--- src/source/bch_pkg.sv ---
`default_nettype none

package bch_pkg;

	//==========================================================================
	// code and field constants
	//==========================================================================
	localparam int GF_M      = 10;    // GF(2^10)
	localparam int CODE_N    = 1023;  // 2^GF_M - 1
	localparam int BEAT_W    = 64;    // input bits per beat
	localparam int BEATS     = 16;    // beats per received word
	localparam int CHIEN_PAR = 4;     // root search lanes
	localparam int T_MAX     = 2;     // correctable errors

	typedef logic [GF_M-1:0]            gf_t;   // field element, polynomial basis
	typedef logic [GF_M-1:0]            loc_t;  // codeword position
	typedef logic [$clog2(T_MAX+1)-1:0] deg_t;  // locator degree 0..T_MAX

	localparam loc_t END_LOC    = loc_t'(CODE_N);          // end marker, unused position
	localparam gf_t  GF_POLY_LO = gf_t'(10'b00_0000_1001); // x^10 = x^3 + 1

	//==========================================================================
	// field arithmetic
	//==========================================================================

	// times alpha, one reduction step
	function automatic gf_t gf_xtime(input gf_t a);
		return {a[GF_M-2:0], 1'b0} ^ (a[GF_M-1] ? GF_POLY_LO : gf_t'(0));
	endfunction

	function automatic gf_t gf_mul(input gf_t a, input gf_t b);
		gf_t acc;
		gf_t sh;
		acc = '0;
		sh  = a;
		for (int i = 0; i < GF_M; i++) begin
			if (b[i])
				acc = acc ^ sh;  // shift-and-add
			sh = gf_xtime(sh);
		end
		return acc;
	endfunction

	// alpha^e for constant exponents, negative e wraps mod CODE_N
	function automatic gf_t gf_alpha_pow(input int e);
		gf_t r;
		int  n;
		r = gf_t'(1);
		n = e % CODE_N;
		if (n < 0)
			n = n + CODE_N;
		for (int i = 0; i < n; i++)
			r = gf_xtime(r);
		return r;
	endfunction

endpackage

`default_nettype wire

--- src/source/bch.sv ---
`default_nettype none

module bch (
	input  logic                       i_clk,
	input  logic                       i_arst_n,
	input  logic                       i_set,    // beat 0 rides with the set cycle
	input  logic [bch_pkg::BEAT_W-1:0] i_data,   // beats 1..15 on the following cycles
	output logic                       o_ready,
	output logic                       o_finish,
	output bch_pkg::loc_t              o_data
);

	logic                          beat_wen;
	logic                          beat_first;
	logic                          word_done;
	bch_pkg::gf_t                  s1;
	bch_pkg::gf_t                  s3;
	logic                          syn_valid;
	bch_pkg::gf_t                  lambda0;
	bch_pkg::gf_t                  lambda1;
	bch_pkg::gf_t                  lambda2;
	bch_pkg::deg_t                 degree;
	logic                          loc_ok;
	logic                          loc_valid;
	logic                          root_hit;
	logic [bch_pkg::CHIEN_PAR-1:0] root_mask;
	bch_pkg::loc_t                 base_loc;
	logic                          search_done;
	logic                          search_ok;

	//==========================================================================
	// control and syndrome
	//==========================================================================
	bch_control u_control (
		.i_clk(i_clk),                 // 1 bit
		.i_arst_n(i_arst_n),           // 1 bit
		.i_set(i_set),                 // 1 bit
		.i_word_done(word_done),       // 1 bit
		.o_ready(o_ready),             // 1 bit
		.o_beat_wen(beat_wen),         // 1 bit
		.o_beat_first(beat_first)      // 1 bit
	);

	syndrome u_syndrome (
		.i_clk(i_clk),
		.i_arst_n(i_arst_n),
		.i_beat_wen(beat_wen),
		.i_beat_first(beat_first),
		.i_data(i_data),               // 64 bits
		.o_s1(s1),                     // 10 bits
		.o_s3(s3),                     // 10 bits
		.o_valid(syn_valid)
	);

	//==========================================================================
	// locator and root search
	//==========================================================================
	ibm u_ibm (
		.i_clk(i_clk),
		.i_arst_n(i_arst_n),
		.i_s1(s1),
		.i_s3(s3),
		.i_valid(syn_valid),
		.o_lambda0(lambda0),           // 10 bits
		.o_lambda1(lambda1),           // 10 bits
		.o_lambda2(lambda2),           // 10 bits
		.o_degree(degree),             // 2 bits
		.o_ok(loc_ok),
		.o_valid(loc_valid)
	);

	chien_search u_chien_search (
		.i_clk(i_clk),
		.i_arst_n(i_arst_n),
		.i_lambda0(lambda0),
		.i_lambda1(lambda1),
		.i_lambda2(lambda2),
		.i_degree(degree),
		.i_ok(loc_ok),
		.i_valid(loc_valid),
		.o_root_hit(root_hit),
		.o_root_mask(root_mask),       // 4 bits
		.o_base_loc(base_loc),         // 10 bits
		.o_done(search_done),
		.o_ok(search_ok)
	);

	output_selector u_output_selector (
		.i_clk(i_clk),
		.i_arst_n(i_arst_n),
		.i_root_hit(root_hit),
		.i_root_mask(root_mask),
		.i_base_loc(base_loc),
		.i_done(search_done),
		.i_ok(search_ok),
		.o_data(o_data),               // 10 bits
		.o_finish(o_finish),
		.o_word_done(word_done)
	);

endmodule

`default_nettype wire

--- src/source/bch_control.sv ---
`default_nettype none

module bch_control (
	input  logic i_clk,
	input  logic i_arst_n,
	input  logic i_set,        // start strobe
	input  logic i_word_done,  // end marker leaves the decoder
	output logic o_ready,
	output logic o_beat_wen,
	output logic o_beat_first
);

	typedef enum logic [1:0] {
		ST_IDLE,
		ST_LOAD,
		ST_BUSY
	} state_t;

	state_t state;
	logic [$clog2(bch_pkg::BEATS)-1:0] beat_cnt;

	always_ff @(posedge i_clk or negedge i_arst_n) begin
		if (!i_arst_n) begin
			state    <= ST_IDLE;
			beat_cnt <= '0;
		end else begin
			case (state)
				ST_IDLE: begin
					if (i_set) begin  // set outside idle is dropped
						state    <= ST_LOAD;
						beat_cnt <= '0;
					end
				end
				ST_LOAD: begin
					beat_cnt <= beat_cnt + 1'b1;
					if (&beat_cnt)  // sixteenth beat
						state <= ST_BUSY;
				end
				ST_BUSY: begin
					if (i_word_done)
						state <= ST_IDLE;
				end
				default: state <= ST_IDLE;
			endcase
		end
	end

	assign o_ready      = (state == ST_IDLE);
	assign o_beat_wen   = (state == ST_LOAD);
	assign o_beat_first = (state == ST_LOAD) && (beat_cnt == '0);  // clears syndrome

	// the output stage only finishes words this FSM started
	a_done_not_idle: assert property (@(posedge i_clk) disable iff (!i_arst_n)
		i_word_done |-> (state != ST_IDLE));

endmodule

`default_nettype wire

--- src/source/chien_search.sv ---
`default_nettype none

module chien_search (
	input  logic                          i_clk,
	input  logic                          i_arst_n,
	input  bch_pkg::gf_t                  i_lambda0,
	input  bch_pkg::gf_t                  i_lambda1,
	input  bch_pkg::gf_t                  i_lambda2,
	input  bch_pkg::deg_t                 i_degree,
	input  logic                          i_ok,
	input  logic                          i_valid,
	output logic                          o_root_hit,
	output logic [bch_pkg::CHIEN_PAR-1:0] o_root_mask,
	output bch_pkg::loc_t                 o_base_loc,
	output logic                          o_done,
	output logic                          o_ok
);

	logic [bch_pkg::GF_M-$clog2(bch_pkg::CHIEN_PAR)-1:0] cyc;  // search cycle c
	logic                          active;
	bch_pkg::gf_t                  t0;       // lambda0
	bch_pkg::gf_t                  t1;       // lambda1 * alpha^-4c
	bch_pkg::gf_t                  t2;       // lambda2 * alpha^-8c
	bch_pkg::deg_t                 deg_q;
	logic                          ok_q;
	logic                          eval_en;
	logic [2:0]                    root_cnt;
	logic [2:0]                    hit_cnt;
	logic [bch_pkg::CHIEN_PAR-1:0] lane_hit;
	bch_pkg::gf_t                  lane_val [bch_pkg::CHIEN_PAR];

	assign o_base_loc = {cyc, {$clog2(bch_pkg::CHIEN_PAR){1'b0}}};
	assign eval_en    = active && ok_q && (deg_q != '0);  // zero locator has no roots

	//==========================================================================
	// lanes, lambda(alpha^-(4c+i))
	//==========================================================================
	for (genvar i = 0; i < bch_pkg::CHIEN_PAR; i++) begin : g_lane
		assign lane_val[i] = t0
			^ bch_pkg::gf_mul(t1, bch_pkg::gf_alpha_pow(-i))
			^ bch_pkg::gf_mul(t2, bch_pkg::gf_alpha_pow(-2 * i));
		assign lane_hit[i] = eval_en && (lane_val[i] == '0)
			&& ((o_base_loc + bch_pkg::loc_t'(i)) != bch_pkg::END_LOC);  // 1023 aliases 0
	end

	assign hit_cnt     = 3'($countones(lane_hit));
	assign o_root_hit  = |lane_hit;
	assign o_root_mask = lane_hit;
	assign o_done      = active && (&cyc);
	assign o_ok        = ok_q && ((root_cnt + hit_cnt) == {1'b0, deg_q});

	always_ff @(posedge i_clk) begin
		if (i_valid) begin
			t0    <= i_lambda0;
			t1    <= i_lambda1;
			t2    <= i_lambda2;
			deg_q <= i_degree;
			ok_q  <= i_ok;
		end else if (active) begin
			t1 <= bch_pkg::gf_mul(t1, bch_pkg::gf_alpha_pow(-bch_pkg::CHIEN_PAR));
			t2 <= bch_pkg::gf_mul(t2, bch_pkg::gf_alpha_pow(-2 * bch_pkg::CHIEN_PAR));
		end
	end

	always_ff @(posedge i_clk or negedge i_arst_n) begin
		if (!i_arst_n) begin
			active   <= 1'b0;
			cyc      <= '0;
			root_cnt <= '0;
		end else if (i_valid) begin
			active   <= 1'b1;
			cyc      <= '0;
			root_cnt <= '0;
		end else if (active) begin
			cyc      <= cyc + 1'b1;
			root_cnt <= root_cnt + hit_cnt;
			if (&cyc)
				active <= 1'b0;  // 256 cycles done
		end
	end

	// a locator from ibm has degree two at most
	a_two_roots: assert property (@(posedge i_clk) disable iff (!i_arst_n)
		$countones(lane_hit) <= bch_pkg::T_MAX);

endmodule

`default_nettype wire

--- src/source/ibm.sv ---
`default_nettype none

module ibm (
	input  logic          i_clk,
	input  logic          i_arst_n,
	input  bch_pkg::gf_t  i_s1,
	input  bch_pkg::gf_t  i_s3,
	input  logic          i_valid,
	output bch_pkg::gf_t  o_lambda0,
	output bch_pkg::gf_t  o_lambda1,
	output bch_pkg::gf_t  o_lambda2,
	output bch_pkg::deg_t o_degree,
	output logic          o_ok,
	output logic          o_valid
);

	bch_pkg::gf_t  s1_sq_n;
	bch_pkg::gf_t  s1_q;
	bch_pkg::gf_t  s3_q;
	bch_pkg::gf_t  s1_sq;   // S1^2
	bch_pkg::gf_t  s1_cu;   // S1^3
	bch_pkg::gf_t  lam2_n;
	bch_pkg::deg_t degree_n;
	logic          s1_zero;
	logic          step1;

	assign s1_sq_n = bch_pkg::gf_mul(i_s1, i_s1);

	// step one, powers of S1
	always_ff @(posedge i_clk) begin
		if (i_valid) begin
			s1_q  <= i_s1;
			s3_q  <= i_s3;
			s1_sq <= s1_sq_n;
			s1_cu <= bch_pkg::gf_mul(s1_sq_n, i_s1);
		end
	end

	// locator scaled by S1: S1 + S1^2 x + (S3 + S1^3) x^2
	assign lam2_n  = s3_q ^ s1_cu;
	assign s1_zero = (s1_q == '0);

	always_comb begin
		if (s1_zero && (s3_q == '0))
			degree_n = bch_pkg::deg_t'(0);  // clean word
		else if (!s1_zero && (lam2_n == '0))
			degree_n = bch_pkg::deg_t'(1);  // S3 == S1^3
		else
			degree_n = bch_pkg::deg_t'(2);
	end

	// step two
	always_ff @(posedge i_clk) begin
		if (step1) begin
			o_lambda0 <= s1_q;
			o_lambda1 <= s1_sq;
			o_lambda2 <= lam2_n;
			o_degree  <= degree_n;
			o_ok      <= !(s1_zero && (s3_q != '0));  // more than two errors
		end
	end

	always_ff @(posedge i_clk or negedge i_arst_n) begin
		if (!i_arst_n) begin
			step1   <= 1'b0;
			o_valid <= 1'b0;
		end else begin
			step1   <= i_valid;
			o_valid <= step1;
		end
	end

	// step one registers must hold until step two has read them
	a_no_overlap: assert property (@(posedge i_clk) disable iff (!i_arst_n)
		step1 |-> !i_valid);

endmodule

`default_nettype wire

--- src/source/output_selector.sv ---
`default_nettype none

module output_selector (
	input  logic                          i_clk,
	input  logic                          i_arst_n,
	input  logic                          i_root_hit,
	input  logic [bch_pkg::CHIEN_PAR-1:0] i_root_mask,
	input  bch_pkg::loc_t                 i_base_loc,
	input  logic                          i_done,
	input  logic                          i_ok,
	output bch_pkg::loc_t                 o_data,
	output logic                          o_finish,
	output logic                          o_word_done
);

	bch_pkg::loc_t loc_buf [bch_pkg::T_MAX];  // ascending, search order
	bch_pkg::loc_t buf_n   [bch_pkg::T_MAX];
	logic [1:0]    wr_cnt;
	logic [1:0]    cnt_n;
	logic [1:0]    n_emit;    // positions to report
	logic [1:0]    rd_idx;
	logic          emitting;

	always_comb begin
		buf_n = loc_buf;
		cnt_n = wr_cnt;
		if (i_root_hit) begin
			for (int i = 0; i < bch_pkg::CHIEN_PAR; i++) begin
				if (i_root_mask[i] && (cnt_n != 2'(bch_pkg::T_MAX))) begin  // low lane first
					buf_n[cnt_n[0]] = i_base_loc + bch_pkg::loc_t'(i);
					cnt_n           = cnt_n + 1'b1;
				end
			end
		end
	end

	always_ff @(posedge i_clk) begin
		loc_buf <= buf_n;
	end

	//==========================================================================
	// emission, positions then end marker
	//==========================================================================
	assign o_finish    = emitting;
	assign o_data      = (rd_idx < n_emit) ? loc_buf[rd_idx[0]] : bch_pkg::END_LOC;
	assign o_word_done = emitting && (rd_idx == n_emit);

	always_ff @(posedge i_clk or negedge i_arst_n) begin
		if (!i_arst_n) begin
			wr_cnt   <= '0;
			n_emit   <= '0;
			rd_idx   <= '0;
			emitting <= 1'b0;
		end else begin
			wr_cnt <= o_word_done ? '0 : cnt_n;
			if (i_done) begin
				emitting <= 1'b1;
				rd_idx   <= '0;
				n_emit   <= i_ok ? cnt_n : '0;  // uncorrectable, marker only
			end else if (o_word_done) begin
				emitting <= 1'b0;
			end else if (emitting) begin
				rd_idx <= rd_idx + 1'b1;
			end
		end
	end

	// the search never finds more roots than the locator degree allows
	a_no_overflow: assert property (@(posedge i_clk) disable iff (!i_arst_n)
		i_root_hit |-> (int'(wr_cnt) + $countones(i_root_mask)) <= bch_pkg::T_MAX);

endmodule

`default_nettype wire

--- src/source/syndrome.sv ---
`default_nettype none

module syndrome (
	input  logic                       i_clk,
	input  logic                       i_arst_n,
	input  logic                       i_beat_wen,
	input  logic                       i_beat_first,
	input  logic [bch_pkg::BEAT_W-1:0] i_data,
	output bch_pkg::gf_t               o_s1,
	output bch_pkg::gf_t               o_s3,
	output logic                       o_valid
);

	logic [bch_pkg::BEAT_W-1:0]         data_q;  // input register
	logic [bch_pkg::BEAT_W-1:0]         data_m;
	logic [$clog2(bch_pkg::BEATS)-1:0]  beat_cnt;
	logic [$clog2(bch_pkg::BEATS)-1:0]  beat_idx;
	logic                               last_beat;
	bch_pkg::gf_t                       term1 [bch_pkg::BEAT_W];
	bch_pkg::gf_t                       term3 [bch_pkg::BEAT_W];
	bch_pkg::gf_t                       sum1;
	bch_pkg::gf_t                       sum3;
	bch_pkg::gf_t                       pw1;      // alpha^(64k)
	bch_pkg::gf_t                       pw3;      // alpha^(192k)
	bch_pkg::gf_t                       pw1_cur;
	bch_pkg::gf_t                       pw3_cur;
	bch_pkg::gf_t                       s1_acc;
	bch_pkg::gf_t                       s3_acc;

	always_ff @(posedge i_clk) begin
		data_q <= i_data;
	end

	assign beat_idx  = i_beat_first ? '0 : beat_cnt;
	assign last_beat = &beat_idx;
	assign data_m    = last_beat ? {1'b0, data_q[bch_pkg::BEAT_W-2:0]} : data_q;  // drop pos 1023

	//==========================================================================
	// beat sums over the set bits
	//==========================================================================
	for (genvar j = 0; j < bch_pkg::BEAT_W; j++) begin : g_bit
		assign term1[j] = data_m[j] ? bch_pkg::gf_alpha_pow(j) : '0;
		assign term3[j] = data_m[j] ? bch_pkg::gf_alpha_pow(3 * j) : '0;
	end

	always_comb begin
		sum1 = '0;
		sum3 = '0;
		for (int j = 0; j < bch_pkg::BEAT_W; j++) begin
			sum1 = sum1 ^ term1[j];
			sum3 = sum3 ^ term3[j];
		end
	end

	//==========================================================================
	// accumulation
	//==========================================================================
	assign pw1_cur = i_beat_first ? bch_pkg::gf_t'(1) : pw1;
	assign pw3_cur = i_beat_first ? bch_pkg::gf_t'(1) : pw3;

	always_ff @(posedge i_clk) begin
		if (i_beat_wen) begin
			s1_acc <= (i_beat_first ? '0 : s1_acc) ^ bch_pkg::gf_mul(sum1, pw1_cur);
			s3_acc <= (i_beat_first ? '0 : s3_acc) ^ bch_pkg::gf_mul(sum3, pw3_cur);
			pw1    <= bch_pkg::gf_mul(pw1_cur, bch_pkg::gf_alpha_pow(bch_pkg::BEAT_W));
			pw3    <= bch_pkg::gf_mul(pw3_cur, bch_pkg::gf_alpha_pow(3 * bch_pkg::BEAT_W));
		end
	end

	always_ff @(posedge i_clk or negedge i_arst_n) begin
		if (!i_arst_n) begin
			beat_cnt <= '0;
			o_valid  <= 1'b0;
		end else begin
			if (i_beat_wen)
				beat_cnt <= beat_idx + 1'b1;
			o_valid <= i_beat_wen && last_beat;  // one cycle after beat 15
		end
	end

	assign o_s1 = s1_acc;
	assign o_s3 = s3_acc;

endmodule

`default_nettype wire

--- config.mk ---
export PLATFORM = sky130hd
export DESIGN_NAME = bch
export DESIGN_NICKNAME = d
export VERILOG_FILES = /design/src/source/bch_pkg.sv /design/src/source/bch.sv /design/src/source/bch_control.sv /design/src/source/chien_search.sv /design/src/source/ibm.sv /design/src/source/output_selector.sv /design/src/source/syndrome.sv
export SDC_FILE = /design/constraint.sdc
export NUM_CORES = 1
export LEC_CHECK = 0
export ABC_AREA = 1
export BUFFER_PORTS_ARGS = -buffer_cell sky130_fd_sc_hd__buf_2
export CAP_MARGIN = 25
export CORE_UTILIZATION = 60
export CTS_CLUSTER_SIZE = 20
export DETAILED_ROUTE_END_ITERATION = 16
export PLACE_DENSITY = 0.74
export SETUP_SLACK_MARGIN = 0.1
export SLEW_MARGIN = 5
export SYNTH_ARGS = -nofsm -noshare
export SYNTH_HDL_FRONTEND = slang
export SYNTH_HIERARCHICAL = 1
export SYNTH_SLANG_ARGS = --single-unit
--- constraint.sdc ---
create_clock -name i_clk -period 6.3 [get_ports i_clk]
set_input_delay 0.63 -clock i_clk [delete_from_list [all_inputs] [get_ports i_clk]]
set_output_delay 0.63 -clock i_clk [all_outputs]
set_load 0.005 [all_outputs]
==> summary.md, run 1 <==
| Metric | Value |
|---|---|
| Filler Cells Inserted | 4148 |
| GP Congestion | 1.01 |
| Post-synth top flop | edfxtp_1 |
| Vias per std cell | 5.31 |
| CP Max Fanout | 30 |
| MaxCap Viol Count | 0 |
| Root buf cell | clkbuf_16 |
| Drc violations | 0 |
| Initial antenna violation count | 0 |
| Post-DRT Antenna Nets | 0 |
| Worst Setup Path Type | reg -> reg |
| Max-Slew Margin vs Limit | 0.221 |
| Postcts setup bufs | 0 |
| Site row count | 76 |
| Mapped Area | 0.0262 mm² |
| Tmin final | 4.05 ns |
| Initial Util | 0.608 |
| Clk_lat worst skew | 0.58 ns |
| Post-place setup slack | 2.28 ns |
| Vias in the first global route | 22197 |
| CP Launch Type | flop |
| Hold WC Path Type | in -> async |
| Clock buffer depth | 3 |
| GRT Overall Usage | 0.322 |
| Net Sw Frac | 0.386 |
| Area of the multi-input gates | 0.0163 mm² |
| Post-detail-place hpwl | 54900 µm |
| FF+latch count, synth | 262 |
| DR vias | 24817 |
| Die Ht | 211 µm |
| Gate power share | 0.391 |
| TritonCTS clock tree | built |
| DRT iter0 DRCs | 2029 |
| Final number of hold-violating endpoints | 0 |
| Unrepaired setup endpoints after global routing | no |
| Power Density | 233 mW/mm² |
| CTS Buf Count | 31 |
| Slew @ Worst Pin | 1.16 ns |
| Cts hold-fix bufs | 0 |
| Post-route setup slack | 2.25 ns |
| PortBufs | 78 |
| Clock share of power | 0.304 |
| Synth-to-layout area growth | 5.72% |
| Register area | 0.00707 mm² |
| Layout cells sized above 1 | 0.0968 |
| H-tree depth | 1 |
| # resized after CTS | 0 |
| Worst EP arrival | 4.38 ns |
| Largest net degree at the start of global routing | 50 |
| Die ar. | 0.0445 mm² |
| Drt wl/cell | 15.3 µm |
| Leakage Power | 14.3 nW |
| Final worst-path cycle share | 0.642 |
| DRT Pass-1 Iters | 5 |
| Crit path required time | 6.63 ns |
| Final setup viols | 0 |
| Sink Count | 262 |
| Status | finished clean |
| Final Skew | 0.0222 ns |
| Cell Int Power | 3.97 mW |
| Adder-cell area share of the yosys netlist | 0.00898 |
| Post-synth ARST share | 0.122 |
| R2r startpoint | u_control/beat_cnt[0]$_DFFE_PN0P_ |
| Total gr overflow | 0 |
| Largest family of logic cells by synthesized area | simple AND/OR/NAND/NOR gates |
| Cells after Synth | 4073 |
| Mux cell area share after synthesis | 0.000382 |
| Synth unique cells | 55 |
| Maximum clock frequency | 0.247 GHz |
| XOR/XNOR Fraction of Synth Area | 0.162 |
| Final nets | 4150 |
| Max-slew violation count | 0 |
| Part of the power in registers | 0.305 |
| Clk pin slew, worst setup/hold paths | 0.06 ns |
| Ant. Diodes | 0 |
| Number of synthesized flops with an enable pin | 166 |
| Synth Warn # | 6 |
| Synth Area in Compound Gates | 0.0482 |
| Mapped Avg Cell Area | 6.43 µm² |
| Post-synthesis sequential area ratio | 0.270 |
| Reg2reg setup slack | 2.25 ns |
| Worst Reg-to-Reg Cells | 27 |
| Switch Pwr | 2.49 mW |
| Core area | 0.0431 mm² |
| Max VDD drop | 0.238 mV |
| Simple-Gate Fraction of Synth Area | 0.402 |
| R2r endpoint | u_syndrome/o_s1[4]$_DFFE_PP_ |
| DRT Wirelength | 71700 µm |
| Die Wd | 211 µm |
| Setup tns final | 0 ns |
| CP Capture Type | flop |
| I/O pins | 79 |
| First-pass GRT wire length | 114000 µm |
-- how the worst max path moves through the flow --
| stage | from | endpoint | slack (ns) |
|---|---|---|---|
| floorplan | u_control/beat_cnt[0]$_DFFE_PN0P_ | u_syndrome/o_s1[3]$_DFFE_PP_ | 2.52 |
| global placement | u_chien_search/t1[1]$_DFFE_PP_ | u_output_selector/loc_buf[9]$_DFFE_PP_ | 2.30 |
| detailed placement | u_control/beat_cnt[0]$_DFFE_PN0P_ | u_syndrome/o_s1[4]$_DFFE_PP_ | 2.28 |
| CTS | u_control/beat_cnt[0]$_DFFE_PN0P_ | u_syndrome/o_s1[4]$_DFFE_PP_ | 2.26 |
| global route | u_control/beat_cnt[0]$_DFFE_PN0P_ | u_syndrome/o_s1[4]$_DFFE_PP_ | 1.87 |
| finish | u_control/beat_cnt[0]$_DFFE_PN0P_ | u_syndrome/o_s1[4]$_DFFE_PP_ | 2.25 |
-- cell families after synthesis --
family / count (synthesis)
AO/OA/AOI/OAI: 222
XOR/XNOR: 454
adder cells (fa/ha/maj): 17
buffers and inverters: 652
flip-flops: 262
multiplexers: 1
other: 1
AND/OR/NAND/NOR: 2464
-- metal layers --
| metal | routed length (µm) | vias to the layer above | share of wire | track usage |
|---|---|---|---|---|
| met1 | 30600 | 11192 | 0.43 | 0.423 |
| met3 | 5340 | 165 | 0.074 | 0.0367 |
| met4 | 2450 | 0 | 0.034 | 0.118 |
| li1 | - | 12576 | - | - |
| met5 | 0 | - | 0 | 0 |
| met2 | 33400 | 884 | 0.47 | 0.544 |
-- worst max-delay path, stage by stage, from the launching register on --
cell and delay [ns]:
dfrtp_1 0.42, inv_1 0.08, ha_1 0.14, nand2_1 0.06, nor3_2 0.10, buf_4 0.37
nor2_1 0.13, ha_1 0.26, nand4_4 0.16, nand2_4 0.15, xor2_2 0.20, or2_1 0.27
nand2_1 0.07, nand2_1 0.06, nand2_1 0.06, nand2_1 0.05, nand2_1 0.30, inv_1 0.11
nand2_1 0.09, nand2_2 0.11, nor2_1 0.14, nand3_1 0.12, nand2_1 0.08, nand2_1 0.07
nand2_1 0.07, nand2_1 0.04, nand2_1 0.05, inv_1 0.04
-- placed cells by master (no fill, tap or decap), types with 12 or more instances in the layout --
cell       netlist  final
nand3_1        344    344
nor2_2          19     19
o21ai_1         28     28
or2_1           20     20
xor2_1         243    243
buf_4           44     16
nand2_2         81     81
xnor2_1        178    178
dfxtp_1         64     64
nand2_4         14     14
o211ai_1        28     28
nand4_1         31     31
nand3b_1        40     40
inv_2           61     61
nand3_2         12     12
ha_1            14     14
edfxtp_1       166    166
dfrtp_1         32     32
xor2_2          21     21
clkbuf_16        0     35
nor2_1         220    220
buf_2           39     78
nand2_1       1649   1649
inv_1          441    441
a21oi_1         22     22
o21ai_0        117    117
-- cell usage after synthesis, types with 4 or more instances --
cell type     n  area share
edfxtp_1    166        0.19
dfrtp_1      32       0.031
nor2_2       19      0.0045
nand2b_1      4     0.00095
nor2_1      220       0.032
a21oi_1      22      0.0042
ha_1         14      0.0067
o211ai_1     28      0.0080
o21ai_0     117       0.022
o21ai_1      28      0.0053
nand3b_1     40       0.011
clkbuf_1     20      0.0029
buf_6        25       0.011
inv_4         5      0.0012
o21ai_2       9      0.0030
xor2_1      243       0.081
xor2_2       21       0.013
nand3_1     344       0.066
clkinv_1      8      0.0011
or2_1        20      0.0048
xnor2_1     178       0.059
buf_4        44       0.013
nand4_1      31      0.0074
dfxtp_1      64       0.049
inv_2        61      0.0087
buf_1         6     0.00086
nor3_1       11      0.0021
nor2_4        4      0.0017
buf_2        39      0.0074
nand2_4      14      0.0060
nand3_2      12      0.0046
o22ai_1       9      0.0021
nand2_2      81       0.019
inv_1       441       0.063
xnor2_2      11      0.0068
nand2_1    1649        0.24
nor4_1        6      0.0014
-- registers in the layout, indices dropped and copies added (netlist names), 3 cells and up --
signal                     count
u_ibm/o_lambda2               10
u_ibm/s1_q                    10
u_syndrome/pw1                10
u_chien_search/t0             10
u_syndrome/pw3                10
u_chien_search/root_cnt        3
u_syndrome/data_q             64
u_syndrome/o_s3               10
u_chien_search/t1             10
u_ibm/s3_q                    10
u_chien_search/t2             10
u_control/beat_cnt             4
u_output_selector/loc_buf     20
u_ibm/o_lambda0               10
u_chien_search/cyc             8
u_ibm/s1_cu                   10
u_ibm/o_lambda1               10
u_syndrome/beat_cnt            4
u_ibm/s1_sq                   10
u_syndrome/o_s1               10
-- power by group through the flow --
stage / sequential [mW] / combinational, mW / clock (mW)
2_1_floorplan: 1.93 / 2.10 / 0
3_3_place_gp: 2.01 / 2.44 / 0
3_5_place_dp: 2.01 / 2.49 / 0
4_1_cts: 1.97 / 2.50 / 2.00
5_1_grt: 1.97 / 2.86 / 2.06
6_report: 1.97 / 2.53 / 1.97
-- final cells by class --
cell class,instances,area share
Timing Repair Buffer,95,0.0194
Multi-Input combinational cell,3160,0.588
Sequential cell,262,0.255
Inverter,516,0.0705
Clock buffer,37,0.0322
Clock inverter,19,0.00876
Tap cell,585,0.0264
-- metrics by stage --
stage	util	power (mW)	instance area [µm²]	std cells	hold slack, ns
after floorplan	-	4.03	26200	4074	0.334
after global placement	0.616	4.45	26500	4617	0.359
after detailed placement	0.616	4.49	26500	4617	0.369
after CTS	0.643	6.47	27700	4673	0.121
after global routing	0.643	6.90	27700	4674	0.130
final	0.643	6.47	27700	4674	0.132
(Power assumes the default switching activity.)
==> run 2, diff against run 1 <==
- clock period: 6.3 -> 3.9 ns (I/O delays scaled with it)
==> summary.md, run 2 (synthesized netlist as in run 1, its figures left out) <==
| Metric | Value |
|---|---|
| CP Launch Type | flop |
| Largest net degree at the start of global routing | 51 (+2.0%) |
| Cell Int Power | 6.12 mW (+54%) |
| Tmin final | 3.57 ns (-0.477 ns) |
| Final setup viols | 0 (unchanged) |
| CTS Buf Count | 29 (-6.5%) |
| Gate power share | 0.424 (+0.033) |
| Power Density | 351 mW/mm² (+50%) |
| Sink Count | 262 (unchanged) |
| Final cell count without fillers | 4816 (+3.0%) |
| Post-detail-place hpwl | 55600 µm (+1.2%) |
| Hold WC Path Type | in -> reg |
| CP Capture Type | flop |
| Synth-to-layout area growth | 10.1% |
| Filler Cells Inserted | 3894 (-6.1%) |
| Worst Setup Path Type | reg -> reg |
| Drc violations | 0 (unchanged) |
| M1 wire length | 31000 µm (+1.4%) |
| Cell Area, Placed | 0.0271 mm² (+2.0%) |
| Die Wd | 211 µm (unchanged) |
| GRT Overall Usage | 0.330 (+0.00818) |
| Status | finished clean |
| Vias in the first global route | 22794 (+2.7%) |
| Worst Reg-to-Reg Cells | 19 (-30%) |
| Max-Slew Margin vs Limit | 0.470 (+0.249) |
| Ant. Diodes | 0 (unchanged) |
| Part of the power in registers | 0.311 (+0.006) |
| H-tree depth | 1 (unchanged) |
| Unrepaired setup endpoints after global routing | yes |
| Drt wl/cell | 15.2 µm (-0.65%) |
| Core area | 0.0431 mm² (unchanged) |
| Post-DRT Antenna Nets | 0 (unchanged) |
| Die Ht | 211 µm (unchanged) |
| Top reg by flops | u_syndrome/data_q |
| Switch Pwr | 4.02 mW (+61%) |
| Top Layer Used | met4 |
| Site row count | 76 (unchanged) |
| Final nets | 4294 (+3.5%) |
| TritonCTS clock tree | built |
| Clock share of power | 0.265 (-0.039) |
| Fin area | 0.0289 mm² (+4.2%) |
| Net Sw Frac | 0.397 (+0.0112) |
| Maximum clock frequency | 0.280 GHz (+13%) |
| Total gr overflow | 0 (unchanged) |
| Layout cells sized above 1 | 0.114 (+0.0175) |
| DRT iter0 DRCs | 2167 (+6.8%) |
| Final number of hold-violating endpoints | 0 (unchanged) |
| Util after Layout | 0.670 (+0.0267) |
| Clock buffer depth | 3 (unchanged) |
| Met3 Wirelength | 5360 µm (+0.28%) |
| Largest regs | u_syndrome/data_q: 64 flops, u_output_selector/loc_buf: 20 flops |
| PortBufs | 78 (unchanged) |
| Crit path required time | 4.41 ns (-2.22 ns) |
| Inst Count DP | 4686 (+1.5%) |
| Worst EP arrival | 4.08 ns (-0.30 ns) |
| Vias per std cell | 5.27 (-0.83%) |
| Leakage Power | 14.9 nW (+4.1%) |
| DR WL met2 | 34200 µm (+2.4%) |
| First-pass GRT wire length | 117000 µm (+2.5%) |
| DRT Pass-1 Iters | 6 (+1) |
| Slew @ Worst Pin | 0.796 ns (-0.369 ns) |
| Final Skew | 0.0332 ns (+0.0110 ns) |
| Clk_lat worst skew | 0.60 ns (+0.02 ns) |
| Commonest non-fill, non-tap cell in the layout | nand2_1 |
| DRT Wirelength | 73400 µm (+2.4%) |
| Final worst-path cycle share | 0.915 (+0.273) |
| Initial Util | 0.608 (unchanged) |
| Max-slew violation count | 0 (unchanged) |
| Max reg flops | 64 (unchanged) |
| Most frequent cells in the layout | nand2_1, inv_1, nand3_1, xor2_1, nor2_1 |
| Die ar. | 0.0445 mm² (unchanged) |
| GP Congestion | 0.996 (-0.96%) |
| Worst Hold Slack | 0.0590 ns (-0.0726 ns) |
| CP Max Fanout | 9 (-70%) |
| Initial antenna violation count | 0 (unchanged) |
| WHS Path Cells | 3 |
| I/O pins | 79 (unchanged) |
| Setup tns final | 0 ns (unchanged) |
| DR vias | 25360 (+2.2%) |
| Root buf cell | clkbuf_16 |
| Max VDD drop | 0.390 mV (+64%) |
| MaxCap Viol Count | 0 (unchanged) |
| Clk pin slew, worst setup/hold paths | 0.06 ns (about the same) |
run 2: cell types whose count changed in the layout (fill, tap and decap cells not counted), moves of 4 or more:
cell           delta
buf_4            +81
bufinv_16         -4
clkbuf_1          +5
clkbuf_16         -4
dlygate4sd3_1    +65
nand2_1           -6
run 2: critical path, cell delays in order, from the launching register on:
cell	delay (ns)
edfxtp_1	0.56
inv_4	0.16
nand2_2	0.06
nand2_2	0.09
xor2_1	0.24
or2_1	0.15
nand3_2	0.09
nor2_2	0.19
fa_1	0.43
inv_1	0.07
fa_1	0.15
inv_1	0.05
fa_1	0.39
xnor2_1	0.22
o211ai_1	0.14
nor3_1	0.21
nand2_1	0.09
inv_1	0.08
nand4_1	0.09
nand2_1	0.06
run 2: per-stage QoR:
stage	setup slack (ns)	power, mW
after floorplan	0.118	6.51
after global placement	0.225	7.22
after detailed placement	0.162	7.30
after CTS	0.116	10.0
after global routing	0.0280	10.8
final	0.331	10.1
run 2: path summary, 6_finish.rpt:
kind | from | slack, ns | endpoint
max | u_chien_search/t1[0]$_DFFE_PP_ | 0.33 | u_output_selector/n_emit[1]$_DFFE_PN0P_
min | i_set | 0.06 | u_control/state[0]$_DFFE_PN0P_
max reg2reg | u_chien_search/t1[0]$_DFFE_PP_ | 0.33 | u_output_selector/n_emit[1]$_DFFE_PN0P_
min reg2reg | u_ibm/o_lambda0[0]$_DFFE_PP_ | 0.41 | u_chien_search/t0[0]$_DFFE_PP_
max in group asynchronous | i_arst_n | 2.90 | u_control/beat_cnt[0]$_DFFE_PN0P_
min in group asynchronous | i_arst_n | 0.42 | u_ibm/o_valid$_DFF_PN0_
run 2: cell type report:
type	instances	area, µm²	area share
clock buffer	39	826	0.0286
multi-input combinational	3160	16400	0.567
inverter	516	1950	0.0677
tap	585	732	0.0254
timing repair buffer	241	1800	0.0623
clock inverter	13	106	0.00369
sequential	262	7070	0.245
run 2: what timing repair did:
action                                  in CTS  in global routing
gates resized for setup                      0                 24
endpoints found under the hold margin       96                  0
hold buffers                                65                  0
buffers inserted                             0                 12
endpoints found under the setup margin       0                 25
run 2: routing by layer:
metal	up-vias	GRT usage
met5	-	0
met4	0	0.130
met3	179	0.0415
met2	969	0.552
met1	11332	0.434
li1	12880	-
run 2: power by group through the flow:
stage | logic, mW | clock network, mW | registers, mW
after floorplan | 3.39 | 0 | 3.12
after global placement | 4.01 | 0 | 3.21
after detailed placement | 4.09 | 0 | 3.21
after CTS | 4.15 | 2.73 | 3.15
after global routing | 4.82 | 2.86 | 3.16
final | 4.30 | 2.68 | 3.16
==> run 3, diff against run 2 <==
- REMOVE_ABC_BUFFERS: unset -> 1
==> summary.md, run 3 (synthesized netlist as in run 1, its figures left out) <==
| Metric | Value |
|---|---|
| Crit path required time | 4.42 ns (about the same) |
| CP Launch Type | flop |
| Ant. Diodes | 0 (unchanged) |
| Drt wl/cell | 15.4 µm (+1.1%) |
| Leakage Power | 15.0 nW (+0.42%) |
| Final number of hold-violating endpoints | 0 (unchanged) |
| Max-slew violation count | 0 (unchanged) |
| Final worst-path cycle share | 0.911 (-0.00417) |
| H-tree depth | 1 (unchanged) |
| Setup tns final | 0 ns (unchanged) |
| Commonest non-fill, non-tap cell in the layout | nand2_1 |
| Sink Count | 262 (unchanged) |
| Filler Cells Inserted | 3803 (-2.3%) |
| Met3 Wirelength | 5450 µm (+1.7%) |
| Largest net degree at the start of global routing | 50 (-2.0%) |
| Die Wd | 211 µm (unchanged) |
| Clk pin slew, worst setup/hold paths | 0.06 ns (about the same) |
| DR vias | 25642 (+1.1%) |
| Largest stage delay on the critical path | 0.54 ns (-0.02 ns) |
| Initial Util | 0.608 (unchanged) |
| Initial antenna violation count | 0 (unchanged) |
| Synth-to-layout area growth | 10.6% |
| Tmin final | 3.55 ns (-0.0162 ns) |
| Hold WC Path Type | in -> reg |
| Total power | 10.4 mW (+2.1%) |
| Clk_lat worst skew | 0.61 ns (about the same) |
| DRT iter0 DRCs | 2431 (+12%) |
| Worst EP arrival | 4.08 ns (about the same) |
| Site row count | 76 (unchanged) |
| Worst Hold Slack | 0.0368 ns (-0.0222 ns) |
| PortBufs | 78 (unchanged) |
| CP Max Fanout | 7 (-2) |
| First-pass GRT wire length | 119000 µm (+1.3%) |
| Top reg by flops | u_syndrome/data_q |
| DRT Pass-1 Iters | 6 (unchanged) |
| Post-DRT Antenna Nets | 0 (unchanged) |
| Max VDD drop | 0.403 mV (+3.4%) |
| CTS Buf Count | 30 (+3.4%) |
| GRT Overall Usage | 0.335 (+0.00442) |
| Root buf cell | clkbuf_16 |
| TritonCTS clock tree | built |
| Vias per std cell | 5.32 (+1.0%) |
| Layout cells sized above 1 | 0.117 (+0.00275) |
| Max reg flops | 64 (unchanged) |
| Die ar. | 0.0445 mm² (unchanged) |
| Critical Path Most Common Cell | inv_1 |
| Largest regs | u_syndrome/data_q: 64 flops, u_output_selector/loc_buf: 20 flops |
| DR WL met2 | 35100 µm (+2.6%) |
| Slew @ Worst Pin | 0.824 ns (+0.0288 ns) |
| Maximum clock frequency | 0.281 GHz (+0.46%) |
| Clock buffer depth | 3 (unchanged) |
| Power Density | 357 mW/mm² (+1.7%) |
| Most frequent cells in the layout | nand2_1, inv_1, nand3_1, xor2_1, nor2_1 |
| Slowest CP cell | edfxtp_1 |
| CP Capture Type | flop |
| Crit path cell chain | inv_4 -> nand2_2 -> nand3_1 -> nand2_1 -> inv_1 -> nand2_1 -> nand2_1 -> nor2_1 -> nand3_1 -> inv_1 -> fa_1 -> inv_1 -> fa_1 -> inv_1 -> fa_1 -> inv_1 -> o211ai_1 -> nor3_2 -> nand2_1 -> inv_1 -> nand4_1 -> nand2_1 |
| Top Layer Used | met4 |
| Post-detail-place hpwl | 55500 µm (about the same) |
| Die Ht | 211 µm (unchanged) |
| Core area | 0.0431 mm² (unchanged) |
| Total gr overflow | 0 (unchanged) |
| Worst Setup Path Type | reg -> reg |
| Status | finished clean |
| Final nets | 4294 (unchanged) |
| Vias in the first global route | 23154 (+1.6%) |
| Unrepaired setup endpoints after global routing | yes |
| Cell family with most CP delay | adder cells |
| Final Skew | 0.0360 ns (+0.00281 ns) |
| I/O pins | 79 (unchanged) |
| Final setup viols | 0 (unchanged) |
| Drc violations | 0 (unchanged) |
| MaxCap Viol Count | 0 (unchanged) |
| GP Congestion | 1.02 (+2.0%) |
| M1 wire length | 30200 µm (-2.6%) |
| Max-Slew Margin vs Limit | 0.450 (-0.0192) |
| Crit path buf inv count | 7 (+3) |
| DRT Wirelength | 74300 µm (+1.2%) |
[run 3: cell types whose count changed in the layout (fill, tap and decap cells not counted), moves of 3 or more]
cell,change
inv_4,+3
nor2_1,+3
inv_6,+6
nor2_2,-3
clkbuf_1,-5
[run 3: report_power, final]
part | switching, mW | leakage [nW] | internal (mW)
Sequential | 0.114 | 2.39 | 3.05
Clock | 1.24 | 0.502 | 1.64
Combinational | 2.78 | 12.1 | 1.52
[run 3: repair_timing]
item                                    CTS  global route
hold endpoints to repair                 96             0
buffers inserted                          0            13
hold buffers                             65             0
gates resized for setup                   0            29
endpoints found under the setup margin    0            31
[run 3: per-layer routing]
layer | vias to the layer above | track usage
li1 | 12872 | -
met1 | 11467 | 0.422
met2 | 1073 | 0.573
met3 | 230 | 0.0387
met4 | 0 | 0.154
met5 | - | 0
[run 3: cell type report]
type,instances,area (µm²),share of cell area
multi-input cells,3161,16400,0.567
flip-flops and latches,262,7070,0.244
inverters,516,1960,0.0675
repair buffers,239,1780,0.0615
clock buffers,31,754,0.0260
well taps,585,732,0.0253
clock inverters,25,267,0.00920
[run 3: worst register-to-register path, cell delays in order, from the launching register on]
cell	delay [ns]
edfxtp_1	0.54
inv_4	0.14
nand2_2	0.06
nand3_1	0.09
nand2_1	0.12
inv_1	0.11
nand2_1	0.05
nand2_1	0.06
nor2_1	0.04
nand3_1	0.14
inv_1	0.09
fa_1	0.48
inv_1	0.05
fa_1	0.35
inv_1	0.07
fa_1	0.40
inv_1	0.10
o211ai_1	0.11
nor3_2	0.19
nand2_1	0.07
inv_1	0.08
nand4_1	0.10
nand2_1	0.06
[run 3: stage by stage]
| stage | util | setup WS, ns | std cells | area [µm²] |
|---|---|---|---|---|
| floorplan | - | -0.907 | 3938 | 25300 |
| global placement | 0.628 | 0.233 | 4683 | 27000 |
| global route | 0.673 | 0.0833 | 4819 | 29000 |
| CTS | 0.667 | 0.162 | 4804 | 28700 |
| detailed placement | 0.628 | 0.147 | 4683 | 27000 |
| finish | 0.673 | 0.347 | 4819 | 29000 |
[run 3: path summary, 6_finish.rpt]
| path | start | end | slack [ns] | cells after the start |
|---|---|---|---|---|
| setup / recovery | u_chien_search/t2[0]$_DFFE_PP_ | u_output_selector/n_emit[1]$_DFFE_PN0P_ | 0.35 | 22 |
| hold / removal | i_set | u_control/state[0]$_DFFE_PN0P_ | 0.04 | 3 |
| setup reg to reg | u_chien_search/t2[0]$_DFFE_PP_ | u_output_selector/n_emit[1]$_DFFE_PN0P_ | 0.35 | 22 |
| hold reg to reg | u_ibm/o_lambda0[3]$_DFFE_PP_ | u_chien_search/t0[3]$_DFFE_PP_ | 0.41 | 0 |
| max in group asynchronous | i_arst_n | u_chien_search/cyc[1]$_DFFE_PN0P_ | 2.88 | 2 |
| min in group asynchronous | i_arst_n | u_syndrome/beat_cnt[2]$_DFFE_PN0P_ | 0.44 | 2 |
